File: config.mk
export PLATFORM = sky130hd
export DESIGN_NAME = decodeExecuteTop
export DESIGN_NICKNAME = d
export VERILOG_FILES = /design/src/source/rvIsaPkg.sv /design/src/source/execCtrlPkg.sv /design/src/source/instrDecoder.sv /design/src/source/registerFile.sv /design/src/source/idExBarrier.sv /design/src/source/executeUnit.sv /design/src/source/decodeExecuteTop.sv
export SDC_FILE = /design/constraint.sdc
export NUM_CORES = 2
export LEC_CHECK = 0
export BUFFER_PORTS_ARGS = -buffer_cell sky130_fd_sc_hd__buf_2
export CORE_ASPECT_RATIO = 1.1
export CORE_UTILIZATION = 64
export DETAILED_ROUTE_END_ITERATION = 16
export PLACE_DENSITY_LB_ADDON = 0.05
export REMOVE_ABC_BUFFERS = 1
export SLEW_MARGIN = 5
export SYNTH_ARGS = -nofsm -noshare
export SYNTH_HDL_FRONTEND = slang
export SYNTH_SLANG_ARGS = --single-unit
File: constraint.sdc
create_clock -name clk -period 5.4 [get_ports clk]
set_input_delay 0 -clock clk [delete_from_list [all_inputs] [get_ports clk]]
set_output_delay 0 -clock clk [all_outputs]
set_load 0.02 [all_outputs]
File: src/source/rvIsaPkg.sv
package rvIsaPkg;

  // major opcodes in bits [6:0] of the instruction.
  typedef enum logic [6:0] {
    LOAD   = 7'b0000011,
    OP_IMM = 7'b0010011,
    AUIPC  = 7'b0010111,
    STORE  = 7'b0100011,
    OP     = 7'b0110011,
    LUI    = 7'b0110111,
    BRANCH = 7'b1100011,
    JALR   = 7'b1100111,
    JAL    = 7'b1101111
  } opcodeT;

  // branch conditions.
  localparam logic [2:0] BEQ  = 3'b000;
  localparam logic [2:0] BNE  = 3'b001;
  localparam logic [2:0] BLT  = 3'b100;
  localparam logic [2:0] BGE  = 3'b101;
  localparam logic [2:0] BLTU = 3'b110;
  localparam logic [2:0] BGEU = 3'b111;

  // load widths.
  // stores use the same low two bits for SB, SH and SW.
  localparam logic [2:0] LB  = 3'b000;
  localparam logic [2:0] LH  = 3'b001;
  localparam logic [2:0] LW  = 3'b010;
  localparam logic [2:0] LBU = 3'b100;
  localparam logic [2:0] LHU = 3'b101;

endpackage

File: src/source/execCtrlPkg.sv
package execCtrlPkg;

  // ALU operations. PASSB forwards operand B (LUI).
  typedef enum logic [3:0] {
    ADD   = 4'd0,
    SUB   = 4'd1,
    SLL   = 4'd2,
    SLT   = 4'd3,
    SLTU  = 4'd4,
    XOR   = 4'd5,
    SRL   = 4'd6,
    SRA   = 4'd7,
    OR    = 4'd8,
    AND   = 4'd9,
    PASSB = 4'd10
  } aluOpT;

  // the access size of loads and stores equals funct3[1:0].
  typedef enum logic [1:0] {
    BYTE = 2'b00,
    HALF = 2'b01,
    WORD = 2'b10
  } loadSizeT;

endpackage

File: src/source/instrDecoder.sv
`timescale 1ns/1ps

module instrDecoder import rvIsaPkg::*, execCtrlPkg::*; (
  input  logic [31:0] instr,
  input  logic        instrValid,
  output logic [4:0]  rs1Index,
  output logic [4:0]  rs2Index,
  output logic [4:0]  rdIndex,
  output logic [31:0] imm,
  output logic [2:0]  funct3,
  output aluOpT       aluOp,
  output logic        aluSrc,
  output logic        pcToAlu,
  output logic        memRead,
  output logic        memWrite,
  output loadSizeT    memSize,
  output logic        unsignedLoad,
  output logic        regWrite,
  output logic        branch,
  output logic        jump,
  output logic        jumpRegister,
  output logic        decValid
);

  opcodeT      opcode;
  logic [31:0] immI;
  logic [31:0] immS;
  logic [31:0] immB;
  logic [31:0] immU;
  logic [31:0] immJ;
  logic        writesRd;

  function automatic aluOpT aluFromFunct(input logic [2:0] f3, input logic alt,
                                         input logic regForm);
    aluOpT op;
    case (f3)
      3'b000:  op = (regForm && alt) ? SUB : ADD; // no SUBI.
      3'b001:  op = SLL;
      3'b010:  op = SLT;
      3'b011:  op = SLTU;
      3'b100:  op = XOR;
      3'b101:  op = alt ? SRA : SRL;
      3'b110:  op = OR;
      default: op = AND;
    endcase
    return op;
  endfunction

  function automatic loadSizeT sizeOf(input logic [2:0] f3);
    loadSizeT size;
    case (f3)
      LB, LBU: size = BYTE;
      LH, LHU: size = HALF;
      LW:      size = WORD;
      default: size = WORD;
    endcase
    return size;
  endfunction

  assign opcode   = opcodeT'(instr[6:0]);
  assign rs1Index = instr[19:15];
  assign rs2Index = instr[24:20];
  assign rdIndex  = instr[11:7];
  assign funct3   = instr[14:12];

  assign immI = {{20{instr[31]}}, instr[31:20]};
  assign immS = {{20{instr[31]}}, instr[31:25], instr[11:7]};
  assign immB = {{19{instr[31]}}, instr[31], instr[7], instr[30:25], instr[11:8], 1'b0};
  assign immU = {instr[31:12], 12'd0};
  assign immJ = {{11{instr[31]}}, instr[31], instr[19:12], instr[20], instr[30:21], 1'b0};

  always_comb begin
    imm          = 32'd0;
    aluOp        = ADD;
    aluSrc       = 1'b0;
    pcToAlu      = 1'b0;
    memRead      = 1'b0;
    memWrite     = 1'b0;
    memSize      = BYTE;
    unsignedLoad = 1'b0;
    writesRd     = 1'b0;
    branch       = 1'b0;
    jump         = 1'b0;
    jumpRegister = 1'b0;
    decValid     = 1'b0;
    if (instrValid) begin
      decValid = 1'b1;
      case (opcode)
        OP: begin
          aluOp    = aluFromFunct(funct3, instr[30], 1'b1);
          writesRd = 1'b1;
        end
        OP_IMM: begin
          imm      = immI;
          aluOp    = aluFromFunct(funct3, instr[30], 1'b0);
          aluSrc   = 1'b1;
          writesRd = 1'b1;
        end
        LOAD: begin
          imm          = immI;
          aluSrc       = 1'b1;
          memRead      = 1'b1;
          memSize      = sizeOf(funct3);
          unsignedLoad = funct3[2];
          writesRd     = 1'b1;
        end
        STORE: begin
          imm      = immS;
          aluSrc   = 1'b1;
          memWrite = 1'b1;
          memSize  = sizeOf(funct3);
        end
        BRANCH: begin
          imm    = immB;
          branch = 1'b1;
        end
        LUI: begin
          imm      = immU;
          aluOp    = PASSB;
          aluSrc   = 1'b1;
          writesRd = 1'b1;
        end
        AUIPC: begin
          imm      = immU;
          aluSrc   = 1'b1;
          pcToAlu  = 1'b1;
          writesRd = 1'b1;
        end
        JAL: begin
          imm      = immJ;
          jump     = 1'b1;
          writesRd = 1'b1;
        end
        JALR: begin
          imm          = immI;
          jump         = 1'b1;
          jumpRegister = 1'b1;
          writesRd     = 1'b1;
        end
        default: decValid = 1'b0; // fence, system and unknown become bubbles.
      endcase
    end
  end

  assign regWrite = writesRd && (rdIndex != 5'd0);

endmodule

File: src/source/registerFile.sv
`timescale 1ns/1ps

module registerFile #(
  parameter int regCount = 32
) (
  input  logic        clk,
  input  logic        rst,
  input  logic [4:0]  rs1Index,
  input  logic [4:0]  rs2Index,
  output logic [31:0] rs1Value,
  output logic [31:0] rs2Value,
  input  logic        wbWrite,
  input  logic [4:0]  wbIndex,
  input  logic [31:0] wbData
);

  logic [31:0] regs [regCount];

  // x0 and indices beyond regCount read as zero.
  function automatic logic [31:0] readPort(input logic [4:0] index);
    logic [31:0] value;
    if (index == 5'd0 || index >= regCount)
      value = 32'd0;
    else if (wbWrite && wbIndex == index)
      value = wbData; // write-through.
    else
      value = regs[index];
    return value;
  endfunction

  always_comb begin
    rs1Value = readPort(rs1Index);
    rs2Value = readPort(rs2Index);
  end

  always_ff @(posedge clk) begin
    if (rst) begin
      for (int i = 0; i < regCount; i++) begin
        regs[i] <= 32'd0;
      end
    end else if (wbWrite && wbIndex != 5'd0 && wbIndex < regCount) begin
      regs[wbIndex] <= wbData;
    end
  end

endmodule

File: src/source/idExBarrier.sv
`timescale 1ns/1ps

module idExBarrier import execCtrlPkg::*; (
  input  logic        clk,
  input  logic        rst,
  input  logic        stall,
  input  logic        flush,
  input  logic [31:0] idPc,
  input  logic [31:0] idRs1Value,
  input  logic [31:0] idRs2Value,
  input  logic [31:0] idImm,
  input  logic [2:0]  idFunct3,
  input  aluOpT       idAluOp,
  input  logic        idAluSrc,
  input  logic        idPcToAlu,
  input  logic        idMemRead,
  input  logic        idMemWrite,
  input  loadSizeT    idMemSize,
  input  logic        idUnsignedLoad,
  input  logic        idRegWrite,
  input  logic [4:0]  idRdIndex,
  input  logic        idBranch,
  input  logic        idJump,
  input  logic        idJumpRegister,
  input  logic        idValid,
  output logic [31:0] exPc,
  output logic [31:0] exRs1Value,
  output logic [31:0] exRs2Value,
  output logic [31:0] exImm,
  output logic [2:0]  exFunct3,
  output aluOpT       exAluOp,
  output logic        exAluSrc,
  output logic        exPcToAlu,
  output logic        exMemRead,
  output logic        exMemWrite,
  output loadSizeT    exMemSize,
  output logic        exUnsignedLoad,
  output logic        exRegWrite,
  output logic [4:0]  exRdIndex,
  output logic        exBranch,
  output logic        exJump,
  output logic        exJumpRegister,
  output logic        exValid
);

  // payload holds under stall.
  always_ff @(posedge clk) begin
    if (!stall) begin
      exPc       <= idPc;
      exRs1Value <= idRs1Value;
      exRs2Value <= idRs2Value;
      exImm      <= idImm;
      exFunct3   <= idFunct3;
      exRdIndex  <= idRdIndex;
    end
  end

  // a flush turns the captured instruction into a bubble.
  always_ff @(posedge clk) begin
    if (rst || flush) begin
      exAluOp        <= ADD;
      exAluSrc       <= 1'b0;
      exPcToAlu      <= 1'b0;
      exMemRead      <= 1'b0;
      exMemWrite     <= 1'b0;
      exMemSize      <= BYTE;
      exUnsignedLoad <= 1'b0;
      exRegWrite     <= 1'b0;
      exBranch       <= 1'b0;
      exJump         <= 1'b0;
      exJumpRegister <= 1'b0;
      exValid        <= 1'b0;
    end else if (!stall) begin
      exAluOp        <= idAluOp;
      exAluSrc       <= idAluSrc;
      exPcToAlu      <= idPcToAlu;
      exMemRead      <= idMemRead;
      exMemWrite     <= idMemWrite;
      exMemSize      <= idMemSize;
      exUnsignedLoad <= idUnsignedLoad;
      exRegWrite     <= idRegWrite;
      exBranch       <= idBranch;
      exJump         <= idJump;
      exJumpRegister <= idJumpRegister;
      exValid        <= idValid;
    end
  end

endmodule

File: src/source/executeUnit.sv
`timescale 1ns/1ps

module executeUnit import rvIsaPkg::*, execCtrlPkg::*; (
  input  logic [31:0] exPc,
  input  logic [31:0] exRs1Value,
  input  logic [31:0] exRs2Value,
  input  logic [31:0] exImm,
  input  logic [2:0]  exFunct3,
  input  aluOpT       exAluOp,
  input  logic        exAluSrc,
  input  logic        exPcToAlu,
  input  logic        exMemWrite,
  input  loadSizeT    exMemSize,
  input  logic        exBranch,
  input  logic        exJump,
  input  logic        exJumpRegister,
  input  logic        exValid,
  output logic [31:0] aluResult,
  output logic        branchTaken,
  output logic [31:0] branchTarget,
  output logic [31:0] storeData
);

  logic [31:0] opA;
  logic [31:0] opB;
  logic [31:0] aluOut;
  logic [31:0] jalrSum;
  logic [31:0] target;
  logic [31:0] aligned;
  logic        condMet;

  assign opA = exPcToAlu ? exPc : exRs1Value;
  assign opB = exAluSrc ? exImm : exRs2Value;

  always_comb begin
    case (exAluOp)
      ADD:     aluOut = opA + opB; // also load and store address.
      SUB:     aluOut = opA - opB;
      SLL:     aluOut = opA << opB[4:0];
      SLT:     aluOut = {31'd0, $signed(opA) < $signed(opB)};
      SLTU:    aluOut = {31'd0, opA < opB};
      XOR:     aluOut = opA ^ opB;
      SRL:     aluOut = opA >> opB[4:0];
      SRA:     aluOut = $unsigned($signed(opA) >>> opB[4:0]);
      OR:      aluOut = opA | opB;
      AND:     aluOut = opA & opB;
      PASSB:   aluOut = opB;
      default: aluOut = 32'd0;
    endcase
  end

  always_comb begin
    case (exFunct3)
      BEQ:     condMet = exRs1Value == exRs2Value;
      BNE:     condMet = exRs1Value != exRs2Value;
      BLT:     condMet = $signed(exRs1Value) < $signed(exRs2Value);
      BGE:     condMet = $signed(exRs1Value) >= $signed(exRs2Value);
      BLTU:    condMet = exRs1Value < exRs2Value;
      BGEU:    condMet = exRs1Value >= exRs2Value;
      default: condMet = 1'b0;
    endcase
  end

  assign jalrSum = exRs1Value + exImm;
  assign target  = exJumpRegister ? {jalrSum[31:1], 1'b0} : exPc + exImm;

  // replicate the low lanes so every byte enable sees its data.
  always_comb begin
    case (exMemSize)
      BYTE:    aligned = {4{exRs2Value[7:0]}};
      HALF:    aligned = {2{exRs2Value[15:0]}};
      default: aligned = exRs2Value;
    endcase
  end

  assign aluResult    = !exValid ? 32'd0 : (exJump ? exPc + 32'd4 : aluOut); // link value.
  assign branchTaken  = exValid && (exJump || (exBranch && condMet));
  assign branchTarget = exValid ? target : 32'd0;
  assign storeData    = (exValid && exMemWrite) ? aligned : 32'd0;

endmodule

File: src/source/decodeExecuteTop.sv
`timescale 1ns/1ps

module decodeExecuteTop import execCtrlPkg::*; #(
  parameter int regCount = 32
) (
  input  logic        clk,
  input  logic        rst,
  input  logic        stall,
  input  logic [31:0] instr,
  input  logic [31:0] pc,
  input  logic        instrValid,
  input  logic        wbWrite,
  input  logic [4:0]  wbIndex,
  input  logic [31:0] wbData,
  output logic        exValid,
  output logic [31:0] exAluResult,
  output logic        exRegWrite,
  output logic [4:0]  exWriteIndex,
  output logic        exMemRead,
  output logic        exMemWrite,
  output loadSizeT    exMemSize,
  output logic        exUnsignedLoad,
  output logic [31:0] exStoreData,
  output logic        exBranchTaken,
  output logic [31:0] exBranchTarget
);

  logic [4:0]  rs1Index;
  logic [4:0]  rs2Index;
  logic [4:0]  idRdIndex;
  logic [31:0] idImm;
  logic [2:0]  idFunct3;
  aluOpT       idAluOp;
  logic        idAluSrc;
  logic        idPcToAlu;
  logic        idMemRead;
  logic        idMemWrite;
  loadSizeT    idMemSize;
  logic        idUnsignedLoad;
  logic        idRegWrite;
  logic        idBranch;
  logic        idJump;
  logic        idJumpRegister;
  logic        idValid;
  logic [31:0] idRs1Value;
  logic [31:0] idRs2Value;

  logic [31:0] exPc;
  logic [31:0] exRs1Value;
  logic [31:0] exRs2Value;
  logic [31:0] exImm;
  logic [2:0]  exFunct3;
  aluOpT       exAluOp;
  logic        exAluSrc;
  logic        exPcToAlu;
  logic        exBranch;
  logic        exJump;
  logic        exJumpRegister;

  instrDecoder instrDecoder_i (
    .instr, .instrValid, .rs1Index, .rs2Index,
    .rdIndex(idRdIndex), .imm(idImm), .funct3(idFunct3), .aluOp(idAluOp),
    .aluSrc(idAluSrc), .pcToAlu(idPcToAlu), .memRead(idMemRead), .memWrite(idMemWrite),
    .memSize(idMemSize), .unsignedLoad(idUnsignedLoad), .regWrite(idRegWrite),
    .branch(idBranch), .jump(idJump), .jumpRegister(idJumpRegister), .decValid(idValid)
  );

  registerFile #(.regCount(regCount)) registerFile_i (
    .clk, .rst, .rs1Index, .rs2Index,
    .rs1Value(idRs1Value), .rs2Value(idRs2Value),
    .wbWrite, .wbIndex, .wbData
  );

  // a taken branch or jump in execute kills the instruction behind it.
  idExBarrier idExBarrier_i (
    .clk, .rst, .stall, .flush(exBranchTaken),
    .idPc(pc), .idRs1Value, .idRs2Value, .idImm, .idFunct3, .idAluOp, .idAluSrc,
    .idPcToAlu, .idMemRead, .idMemWrite, .idMemSize, .idUnsignedLoad, .idRegWrite,
    .idRdIndex, .idBranch, .idJump, .idJumpRegister, .idValid,
    .exPc, .exRs1Value, .exRs2Value, .exImm, .exFunct3, .exAluOp, .exAluSrc,
    .exPcToAlu, .exMemRead, .exMemWrite, .exMemSize, .exUnsignedLoad, .exRegWrite,
    .exRdIndex(exWriteIndex), .exBranch, .exJump, .exJumpRegister, .exValid
  );

  executeUnit executeUnit_i (
    .exPc, .exRs1Value, .exRs2Value, .exImm, .exFunct3, .exAluOp, .exAluSrc,
    .exPcToAlu, .exMemWrite, .exMemSize, .exBranch, .exJump, .exJumpRegister, .exValid,
    .aluResult(exAluResult), .branchTaken(exBranchTaken),
    .branchTarget(exBranchTarget), .storeData(exStoreData)
  );

endmodule

==> impl_metrics.ini <==
[final_layout]
finish.utilization_pct = 71.3
drive_above_1_share_pct = 22.4
multi_input_area_um2 = 38300
seqCellArea_um2 = 35200
n_fill_cell = 7622
nNetsFinal = 6450
syn2layout_area_growth_pct = 10.8

[run]
drv_cap = 0

[timing]
max_freq_mhz = 190
tns_ns = 0
setup_violations = 0
hold_slack_ns = 0.0400
setup_ws_ns = 0.137
tightest_slew_ns = 1.46
hold_violations = 0
slew_violations = 0
rsz0062_at_grt = false
post-route-min-period_ns = 5.26
slew_headroom_pct = 2.84
post-route-period-util_pct = 97.5
fin_skew_ns = 0.0900

[clocking]
cts_buffers = 118
cts_tree = built
cts.sinks = 1176
cts_root_buffer = clkbuf_16
clockBufferDepth = 3
clk_latency_ns = 0.81
htree_levels = 3
clkTransAtPathRegs_ns = 0.06

[routing]
drt-pass1-iter-count = 7
post_drt_wl_per_cell_um = 40.2
finalWirelength_um = 314000
drcViolationCount = 0
vias = 60700
drt_iter0_drc = 10300
ant_nets = 0
vias_per_cell = 7.77

[critical_path]
end_kind = primary output
cpPeakStageDelay_ns = 0.51
crit_path_cell_trace = buf_6, mux2i_2, ha_1, and2_1, and4_1, o2111ai_1, a21oi_2, o31ai_1, o31ai_4, or4b_1, o21ba_1, o31ai_2, buf_2
path_class = flop to primary output
crit_path_start_kind = flop
slowest_stage = or4b_1
required_ns = 5.40
arrival_ns = 5.26
critPathMaxFanout = 22

[grt]
track_usage_pct = 52.7
gr-total-overflow = 0
grt_max_degree = 115
grt_pass1_wl_um = 436000
grt_pass1_vias = 60100
grt_antenna_before_repair = 37

[die]
dieArea_um2 = 120000
core_area_um2 = 118000
num_rows = 132
die_x_um = 330
floorplan.initialDensity_pct = 64.4
ios = 215
die_h_um = 363

[logic_synthesis]
synth_seq_area_share_pct = 46.4
synthFlopType = edfxtp_1
synth_edf_count = 1160
syn-instance-count = 5984
synthArstFlopShare_pct = 0
synth-seq-cells = 1176
ys_types = 111
synthTopCellsByArea = edfxtp_1 (46%), mux4_2 (19%), and2_1 (8.4%)
yosysTopAreaCell = edfxtp_1
yosys_warnings = 0
synth_top_cell_area_share_pct = 46.0
postSynthAreaPerCell_um2 = 12.7
syn_area_um2 = 75700

[hold_path]
hold_path.class = input port to flop

[place]
dp_hpwl_um = 200000
gp_congestion = 1.10
portBuffers = 214
pre_cts_slack_ns = 0.628

[pwr]
powerDensity_nw_per_um2 = 302
leakagePower_nw = 30.4
p_int_mw = 17.3
pwr-share-seq_pct = 43.7
p_clk_share_pct = 32.4
peakVddDrop_mv = 0.330
power_switching_mw = 8.02
switching_share_pct = 31.6
combPwrFrac_pct = 23.9
power_mw = 25.4

[outcome]
outcome = complete, no violations
## path summary, 6_finish.rpt
check / startpoint / endpoint / slack [ns] / cells past startpoint
max: idExBarrier_i.exPcToAlu / exAluResult[31] / 0.14 / 13
min: instr[12] / idExBarrier_i.exFunct3[0] / 0.04 / 2
max reg2reg: idExBarrier_i.exRs1Value[31] / idExBarrier_i.exBranch / 0.60 / 12
min reg2reg: idExBarrier_i.exMemRead / idExBarrier_i.exMemRead / 0.57 / 2
## kinds of logic (layout without fill, tap and decap cells)
family | Yosys count | in the layout | synth area share [%]
AOI/OAI and AO/OA | 934 | 934 | 8.41
DFF | 1176 | 1176 | 46.4
xor gates and xnor gates | 89 | 89 | 1.03
muxes | 899 | 899 | 22.6
other | 1 | 54 | 0.00495
buffers and inverters | 683 | 918 | 3.73
and+or+nand+nor | 2007 | 2007 | 14.5
adders and majority gates | 195 | 195 | 3.26
## metrics by stage
step | cell area [µm²] | cells
floorplan | 73600 | 5476
global placement | 78600 | 7427
detailed placement | 78600 | 7428
CTS | 83800 | 7786
global route | 83900 | 7793
finish | 83900 | 7813
## synth_stat cells, types with 16 or more instances
cell and instances:
edfxtp_1 1160, and2_1 1016, mux4_2 640, clkbuf_1 394
nor2_1 348, nand2_1 253, a21oi_1 236, mux2i_1 226
ha_1 191, inv_1 137, o21ai_0 136, a211oi_1 119
buf_2 91, nand3_1 84, nor3_1 77, xnor2_1 52
a21o_1 49, o211ai_1 47, o22ai_1 41, a31oi_1 40
or2_2 39, xor2_1 37, buf_1 33, nand4_1 30
a221oi_1 26, nor4_1 25, nor2b_1 24, o21a_1 23
nand2b_1 22, and3_1 21, a22oi_1 18, o2111ai_1 18
mux2_2 17, o221ai_1 17, a211o_1 16, dfxtp_1 16
## final cells by class
class	count	area share (%)
clock inverters	79	0.810
diodes	22	0.0656
flip-flops and latches	1176	41.9
clock buffers	142	3.65
repair buffers	553	5.00
well taps	1541	2.30
inverters	144	0.659
multi-input cells	4156	45.6
## flip-flops by register name (all words and copies together) (netlist names), 2 cells and up
name,count
idExBarrier_i.exAluOp,4
idExBarrier_i.exFunct3,3
idExBarrier_i.exImm,32
idExBarrier_i.exMemSize,2
idExBarrier_i.exPc,32
idExBarrier_i.exRdIndex,5
idExBarrier_i.exRs1Value,32
idExBarrier_i.exRs2Value,32
registerFile_i.regs,1024
## metal layers
metal | vias to the layer above | track usage (%) | share of wire, %
li1 | 23300 | - | -
met1 | 29300 | 59.2 | 30
met2 | 6101 | 77.6 | 44
met3 | 1942 | 20.3 | 15
met4 | 36 | 47.8 | 12
met5 | - | 0.492 | 0.11
## cell usage in the layout (no fill, tap or decap), drive strengths merged, types with 84 or more instances in the layout
cell,count
edfxtp,1160
dlygate4sd3,137
o21ai,147
a21oi,239
nand3,84
and2,1016
mux2i,242
nor2,348
clkbuf,142
inv,150
ha,191
buf,416
mux4,640
a211oi,125
nand2,254
## critical path: cells and delay by family, from the launching register on
family                     cells  cell delay [ns]
DFF                            1             0.50
buffers and inverters          2             0.55
AOI/OAI and AO/OA              6             1.66
adders and majority gates      1             0.36
and+or+nand+nor                3             0.98
muxes                          1             0.40
## repair_timing
action	4_1_cts	5_1_grt
gates cloned	0	0
pin swaps	0	2
hold buffers	137	0
gates resized for setup	5	7
buffers inserted	0	1
setup endpoints to repair	5	13
endpoints found under the hold margin	1134	0
## power by group through the flow
stage | Sequential (mW) | Clock [mW] | Combinational [mW]
6_report | 11.1 | 8.22 | 6.06
5_1_grt | 11.1 | 8.46 | 6.25
4_1_cts | 11.0 | 8.13 | 5.74
3_5_place_dp | 11.2 | 0 | 5.62
3_3_place_gp | 11.1 | 0 | 5.58
2_1_floorplan | 11.0 | 0 | 3.42
Power figures use the tool's default switching activity.
